File: config.mk
export PLATFORM = sky130hd
export DESIGN_NAME = agen_top
export DESIGN_NICKNAME = d
export VERILOG_FILES = /design/src/logic/agen_pkg.sv /design/src/logic/agen_fifo.sv /design/src/logic/agen_top.sv /design/src/logic/agen_unit.sv /design/src/logic/line_splitter.sv
export SDC_FILE = /design/constraint.sdc
export NUM_CORES = 1
export LEC_CHECK = 0
export ABC_AREA = 1
export BUFFER_PORTS_ARGS = -buffer_cell sky130_fd_sc_hd__buf_2
export CORE_AREA = 10 10 181 183
export CTS_CLUSTER_DIAMETER = 50
export CTS_CLUSTER_SIZE = 28
export DETAILED_ROUTE_END_ITERATION = 8
export DIE_AREA = 0 0 191 193
export PLACE_DENSITY = 0.85
export RECOVER_POWER = 50
export REMOVE_ABC_BUFFERS = 1
export SETUP_SLACK_MARGIN = 0.15
export SYNTH_ARGS = -nofsm -noshare
export SYNTH_HDL_FRONTEND = slang
export SYNTH_HIERARCHICAL = 1
export SYNTH_SLANG_ARGS = --single-unit
File: constraint.sdc
create_clock -name clk -period 6.9 [get_ports clk]
set_clock_uncertainty 0.05 [all_clocks]
set_input_delay 2.07 -clock clk [delete_from_list [all_inputs] [get_ports clk]]
set_output_delay 2.07 -clock clk [all_outputs]
set_load 0.005 [all_outputs]
File: src/logic/agen_pkg.sv
// address generation shared types
package agen_pkg;

	// ==============================
	// widths and sizes
	// ==============================

	localparam int ADDR_W = 32;
	// 64 byte cache lines
	localparam int LINE_BITS = 6;
	// signed displacement field
	localparam int DISP_W = 12;

	// address queue geometry
	localparam int FIFO_DEPTH = 4;
	localparam int FIFO_PTR_W = $clog2(FIFO_DEPTH);
	localparam int FIFO_CNT_W = $clog2(FIFO_DEPTH + 1);
	localparam logic [FIFO_CNT_W-1:0] FIFO_FULL = FIFO_CNT_W'(FIFO_DEPTH);

	// ==============================
	// encodings
	// ==============================

	typedef enum logic [1:0] {
		OP_NOP = 2'd0,
		OP_LD  = 2'd1,
		OP_ST  = 2'd2,
		OP_AMO = 2'd3
	} opcode_e;

	// byte, wyde, tetra, octa
	typedef enum logic [1:0] {
		SZ_BYTE  = 2'd0,
		SZ_WYDE  = 2'd1,
		SZ_TETRA = 2'd2,
		SZ_OCTA  = 2'd3
	} size_e;

	// ==============================
	// request records
	// ==============================

	// decoded memory operation from issue
	typedef struct packed {
		opcode_e opcode;
		size_e size;
		logic [ADDR_W-1:0] base;
		logic [ADDR_W-1:0] index;
		logic [1:0] scale;          // index shift amount
		logic [DISP_W-1:0] disp;
	} mem_op_t;

	// effective address as queued
	typedef struct packed {
		logic [ADDR_W-1:0] addr;
		opcode_e opcode;
		size_e size;
	} agen_res_t;

	// one cache line request beat
	typedef struct packed {
		logic [ADDR_W-1:0] addr;
		logic store;                // ST or AMO
		size_e size;
		logic first;
		logic last;
		logic err;                  // misaligned atomic
	} line_req_t;

endpackage

File: src/logic/agen_fifo.sv
// computed address queue
`timescale 1ns/1ps

module agen_fifo (
	input  logic clk,
	input  logic rst,
	input  logic a_valid,
	input  agen_pkg::agen_res_t a_res,
	output logic a_ready,
	output logic q_valid,
	output agen_pkg::agen_res_t q_res,
	input  logic q_ready
);

	agen_pkg::agen_res_t mem [agen_pkg::FIFO_DEPTH];

	logic [agen_pkg::FIFO_PTR_W-1:0] wr_ptr;
	logic [agen_pkg::FIFO_PTR_W-1:0] rd_ptr;
	logic [agen_pkg::FIFO_CNT_W-1:0] count;
	logic full;
	logic do_wr;
	logic do_rd;

	assign full = (count == agen_pkg::FIFO_FULL);

	// when full a write is still taken if the head leaves too
	assign a_ready = !full || q_ready;
	// head is visible the cycle after the write
	assign q_valid = (count != '0);
	assign q_res = mem[rd_ptr];

	assign do_wr = a_valid && a_ready;
	assign do_rd = q_valid && q_ready;

	// ==============================
	// storage
	// ==============================

	always_ff @(posedge clk) begin
		if (do_wr) begin
			mem[wr_ptr] <= a_res;
		end
	end

	// ==============================
	// pointers and occupancy
	// ==============================

	// depth is a power of two so the pointers wrap by themselves
	always_ff @(posedge clk) begin
		if (rst) begin
			wr_ptr <= '0;
			rd_ptr <= '0;
			count <= '0;
		end else begin
			if (do_wr)
				wr_ptr <= wr_ptr + 1'b1;
			if (do_rd)
				rd_ptr <= rd_ptr + 1'b1;
			// count only moves when one side is idle
			case ({do_wr, do_rd})
				2'b10: count <= count + 1'b1;
				2'b01: count <= count - 1'b1;
				default: count <= count;
			endcase
		end
	end

endmodule

File: src/logic/agen_top.sv
// load store address path
`timescale 1ns/1ps

module agen_top (
	input  logic clk,
	input  logic rst,
	input  logic op_valid,
	input  agen_pkg::mem_op_t op,
	output logic op_ready,
	output logic req_valid,
	output agen_pkg::line_req_t req,
	input  logic req_ready
);

	// ==============================
	// stage links
	// ==============================

	// generator to queue
	logic a_valid;
	agen_pkg::agen_res_t a_res;
	logic a_ready;

	// queue to splitter
	logic q_valid;
	agen_pkg::agen_res_t q_res;
	logic q_ready;

	// effective address, one cycle
	agen_unit u_agen (
		.clk      (clk),
		.rst      (rst),
		.op_valid (op_valid),
		.op       (op),
		.op_ready (op_ready),
		.a_valid  (a_valid),
		.a_res    (a_res),
		.a_ready  (a_ready)
	);

	// absorbs back-pressure from the memory side
	agen_fifo u_fifo (
		.clk     (clk),
		.rst     (rst),
		.a_valid (a_valid),
		.a_res   (a_res),
		.a_ready (a_ready),
		.q_valid (q_valid),
		.q_res   (q_res),
		.q_ready (q_ready)
	);

	// one or two line requests per address
	line_splitter u_split (
		.clk       (clk),
		.rst       (rst),
		.q_valid   (q_valid),
		.q_res     (q_res),
		.q_ready   (q_ready),
		.req_valid (req_valid),
		.req       (req),
		.req_ready (req_ready)
	);

endmodule

File: src/logic/agen_unit.sv
// effective address generator
`timescale 1ns/1ps

module agen_unit (
	input  logic clk,
	input  logic rst,
	input  logic op_valid,
	input  agen_pkg::mem_op_t op,
	output logic op_ready,
	output logic a_valid,
	output agen_pkg::agen_res_t a_res,
	input  logic a_ready
);

	logic [agen_pkg::ADDR_W-1:0] index_sh;
	logic [agen_pkg::ADDR_W-1:0] disp_ext;
	logic [agen_pkg::ADDR_W-1:0] ea;
	logic take_op;

	// ==============================
	// address arithmetic
	// ==============================

	// scaled index, scale is a plain left shift
	always_comb begin
		index_sh = op.index << op.scale;
	end

	// sign extend the 12 bit displacement
	always_comb begin
		disp_ext = {{(agen_pkg::ADDR_W - agen_pkg::DISP_W){op.disp[agen_pkg::DISP_W-1]}},
			op.disp};
	end

	always_comb begin
		case (op.opcode)
			// loads and stores use the full form
			agen_pkg::OP_LD,
			agen_pkg::OP_ST: ea = op.base + index_sh + disp_ext;
			// atomics take register plus register only
			agen_pkg::OP_AMO: ea = op.base + op.index;
			default: ea = op.base;
		endcase
	end

	// ==============================
	// output register
	// ==============================

	// room when empty or the held result leaves this cycle
	assign op_ready = !a_valid || a_ready;
	assign take_op = op_valid && op_ready;

	// sticky valid, set on a real op, cleared once taken
	// a nop is consumed here and never reaches the queue
	always_ff @(posedge clk) begin
		if (rst) begin
			a_valid <= 1'b0;
		end else if (op_ready) begin
			a_valid <= op_valid && (op.opcode != agen_pkg::OP_NOP);
		end
	end

	// payload
	always_ff @(posedge clk) begin
		if (take_op) begin
			a_res.addr <= ea;
			a_res.opcode <= op.opcode;
			a_res.size <= op.size;
		end
	end

endmodule

File: src/logic/line_splitter.sv
// cache line request splitter
`timescale 1ns/1ps

module line_splitter (
	input  logic clk,
	input  logic rst,
	input  logic q_valid,
	input  agen_pkg::agen_res_t q_res,
	output logic q_ready,
	output logic req_valid,
	output agen_pkg::line_req_t req,
	input  logic req_ready
);

	// second beat pending for a split access
	typedef enum logic {
		ISSUE  = 1'b0,
		SECOND = 1'b1
	} state_e;

	state_e state;

	logic [3:0] size_bytes;
	logic [agen_pkg::LINE_BITS:0] line_end;
	logic crossing;
	logic is_amo;
	logic split;
	logic load_en;
	logic [agen_pkg::ADDR_W-1:0] next_line;
	agen_pkg::line_req_t next_req;

	// ==============================
	// line crossing detect
	// ==============================

	// 1, 2, 4 or 8 bytes
	assign size_bytes = 4'b0001 << q_res.size;

	// offset in line plus length, one bit wider than the offset
	assign line_end = {1'b0, q_res.addr[agen_pkg::LINE_BITS-1:0]}
		+ {{(agen_pkg::LINE_BITS - 3){1'b0}}, size_bytes};

	// past 64 means the top bit is set and something is left below it
	assign crossing = line_end[agen_pkg::LINE_BITS]
		&& (line_end[agen_pkg::LINE_BITS-1:0] != '0);

	assign is_amo = (q_res.opcode == agen_pkg::OP_AMO);
	// atomics are never split, they are flagged instead
	assign split = crossing && !is_amo;

	// start of the following line
	assign next_line = {q_res.addr[agen_pkg::ADDR_W-1:agen_pkg::LINE_BITS] + 1'b1,
		{agen_pkg::LINE_BITS{1'b0}}};

	// ==============================
	// beat selection
	// ==============================

	always_comb begin
		next_req.store = (q_res.opcode == agen_pkg::OP_ST) || is_amo;
		next_req.size = q_res.size;
		if (state == SECOND) begin
			next_req.addr = next_line;
			next_req.first = 1'b0;
			next_req.last = 1'b1;
			next_req.err = 1'b0;
		end else begin
			next_req.addr = q_res.addr;
			next_req.first = 1'b1;
			next_req.last = !split;
			next_req.err = crossing && is_amo;
		end
	end

	// output register free or draining this cycle
	assign load_en = !req_valid || req_ready;

	// entry leaves the queue with its final beat
	assign q_ready = load_en && ((state == SECOND) || !split);

	// ==============================
	// output register and state
	// ==============================

	always_ff @(posedge clk) begin
		if (rst) begin
			req_valid <= 1'b0;
			state <= ISSUE;
		end else if (load_en) begin
			req_valid <= q_valid;
			if (q_valid) begin
				if (state == SECOND)
					state <= ISSUE;
				else if (split)
					state <= SECOND;
			end
		end
	end

	always_ff @(posedge clk) begin
		if (load_en && q_valid) begin
			req <= next_req;
		end
	end

endmodule

==> implementation parameters <==
Parameter                              Value

Run status
  Outcome    finished, violations left
  Failing checks    max-capacitance violations, max-slew violations

Global routing
  Total track usage    22.4%
  Via count of the first global-routing pass    12900
  Largest net degree at the start of global routing    73
  Antenna violations before repair    1
  First-pass GRT wire length    66100 um
  GRT overflow    0

Clock network
  Largest buffer count on any clock path    3
  Number of buffers created by CTS    13
  Number of levels in the clock H-tree    1
  Clock slew at reported path FFs    0.10 ns
  Clock tree sinks    230
  CTS tree    built
  Clock latency at the later pin of the worst-skew pair    0.48 ns
  Number of buffers added to fix hold violations after cts    0
  Post-CTS Resized    0
  Buffer count from post-CTS setup fixing    0
  Root buffer cell    clkbuf_16

Timing
  Highest clock frequency the design can meet    166 MHz
  Final count of hold timing violations    0
  Sum of negative setup slack    0 ns
  Number of slew-limit violations in the final report    41
  Total of endpoints with negative setup slack in the final report    0
  Tightest Pin Transition    3.25 ns
  Setup repair after global routing missed its margin    false
  Min cycle time layout    6.03 ns
  Post-route clock period utilization    87.4%
  Final worst-path setup slack    0.866 ns
  Slew Limit Headroom    -117%

Place
  Placer Congestion    0.974
  Placed Instance Area    16800 um^2
  Count of input and output buffers    125
  HPWL Detailed    33300 um
  Pre-CTS worst setup slack    1.10 ns

Route
  Wire length reported by the detailed router    42100 um
  Mean number of vias per cell    5.41
  DR pass1 iterations    7
  Vias    13500
  Post-route DRC violation count    0
  Detailed-route wire length per cell    16.9 um
  Number of nets with antenna violations after detailed routing    0
  Initial DRC count    888

Min path
  Min-Delay Path Depth    0
  Type of the worst min-delay path    register to register
  Source of the worst hold timing path    u_agen/a_res[12]$_DFFE_PP_
  Worst Hold Path EP    u_fifo/mem[2][12]$_DFFE_PP_

Pwr
  Worst supply voltage drop on vdd    0.152 mV
  Power density relative to cell area    292 nW/um^2
  P_leak    8.05 nW

Critical path
  Library cell contributing the largest single delay on the critical path    dfxtp_2
  R2R cell count    17
  Critical path peak fanout    72
  Worst Path Required    4.78 ns
  Slack of the worst reg-to-reg path    2.36 ns
  R2R Path End    u_agen/a_res[12]$_DFFE_PP_
  Maximum cell stage delay along the critical path    0.65 ns
  Crit path launch type    register
  Cell repeated most along the worst path    inv_1
  Setup crit end kind    output pin
  Data arrival time of the critical path    3.91 ns
  Crit Path Category    register to output pin
  Ordered list of cells on the worst path    inv_8 > o21ai_0 > o22ai_1 > nor2_1 > ha_1 > inv_1 > fa_1 > inv_1 > nand3_1 > a21oi_1 > nand3_1 > nand2_1 > inv_1 > nor2_1 > nand2_2 > inv_1 > nand2_1 > buf_2

Layout
  Total area of multi-input combinational cells    7740 um^2
  Ant. Diodes    0
  Highest-count cells in the layout ignoring fill and taps    nand2_1 (596), inv_1 (276), edfxtp_1 (218), nor2_1 (205), nand3_1 (100)
  Layout area overhead    8.18%
  Layout Cell Area excl Fill    17200 um^2
  Fill count    2624
  Layout Utilization    58.8%
  Layout cell share with drive strength beyond 1    8.35%
  Final Net Count    2283
  Area of all sequential standard cells    6790 um^2
  Commonest non-fill, non-tap cell in the layout    nand2_1

Synth
  Number of flops mapped to enable cells by yosys    218
  Number of instances in the synthesized netlist    1983
  Async set-or-reset flop fraction in the synthesized netlist    0%
  Portion of the post-synthesis area used by sequential elements    42.7%
  Post-synthesis register bit count    230
  Yosys warnings    6
  Count of distinct cell types in the synthesized netlist    43
  Mean cell area of the mapped netlist    8.01 um^2
  Dominant register cell in the synthesized netlist    edfxtp_1
  Post-Synthesis Cell Area    15900 um^2

Floorplan
  Initial standard-cell utilization of the core    54.3%
  Die height    193 um
  Die area    36900 um^2
  Horizontal die dimension    191 um
  Floorplan core area    29200 um^2
  Row cnt    63
  Ports placed on the boundary    126

Job
  Count of max-cap constraint violations    1
[report_power, final]
part           total (mW)  internal (mW)  switching (mW)
combinational        2.27          0.721            1.55
clock               0.795          0.372           0.423
sequential           1.96           1.86           0.101
[logic make-up (layout without fill, tap and decap cells)]
family	after synthesis	after routing	synth area share, %
AOI/OAI and AO/OA	254	254	8.55
xor gates and xnor gates	22	22	1.21
adders and majority gates	108	108	10.2
buffers and inverters	332	445	8.56
DFF	230	230	42.7
muxes	50	50	3.15
and+or+nand+nor	987	987	25.7
[routing by layer]
metal	wire length (um)	track usage, %
met1	17400	28.1
met2	20400	39.2
met3	2770	2.46
met4	1590	8.75
met5	11	0
[sequential cells by signal, summed over array words and instances (netlist names), named ones only]
name	cells
u_fifo/mem	144
u_agen/a_valid	1
u_agen/a_res	36
u_fifo/wr_ptr	2
u_split/req	38
u_split/state	1
u_fifo/rd_ptr	2
u_split/req_valid	1
u_fifo/count	3
[Yosys cell counts (35+ instances only)]
cell type  instances  share of area (%)
nand2_1          596                 14
inv_1            276                6.5
edfxtp_1         218                 41
nor2_1           207                4.9
nand3_1          100                3.2
a21oi_1           84                2.6
ha_1              73                5.7
o21ai_1           59                1.9
o21ai_0           54                1.7
mux2i_1           50                3.2
o22ai_1           36                1.4
fa_1              35                4.4
[cell type report]
class / count / share of cell area, %
clock buffer: 17 / 1.98
clock inverter: 5 / 0.364
inverter: 286 / 6.32
multi-input combinational: 1421 / 45.1
sequential: 230 / 39.5
tap: 390 / 2.84
timing repair buffer: 137 / 3.94
[per-stage QoR]
step	hold WS (ns)	instances	total power [mW]
2_1_floorplan	0.409	1937	3.53
3_3_place_gp	0.415	2464	4.19
3_5_place_dp	0.429	2464	4.25
4_1_cts	0.451	2486	5.05
5_1_grt	0.464	2486	5.42
6_report	0.445	2486	5.03
[critical path: cells and delay by family, from the launching register on]
family | cells | cell delay, ns
AOI/OAI and AO/OA | 3 | 0.57
adders and majority gates | 2 | 0.57
buffers and inverters | 6 | 0.74
DFF | 1 | 0.65
and+or+nand+nor | 7 | 0.90
[how the worst max path moves through the flow]
| stage | depth (start not counted) | from | endpoint | slack (ns) |
|---|---|---|---|---|
| 2_1_floorplan | 17 | register | u_agen/a_res[0]$_DFFE_PP_ | 0.07 |
| 3_3_place_gp | 18 | op[12] | u_agen/a_res[33]$_DFFE_PP_ | 1.08 |
| 3_5_place_dp | 18 | op[12] | u_agen/a_res[33]$_DFFE_PP_ | 1.10 |
| 4_1_cts | 18 | register | op_ready | 0.90 |
| 5_1_grt | 18 | register | op_ready | 0.51 |
| 6_report | 18 | register | op_ready | 0.87 |
Note: power is estimated with default switching activity, not from simulation.
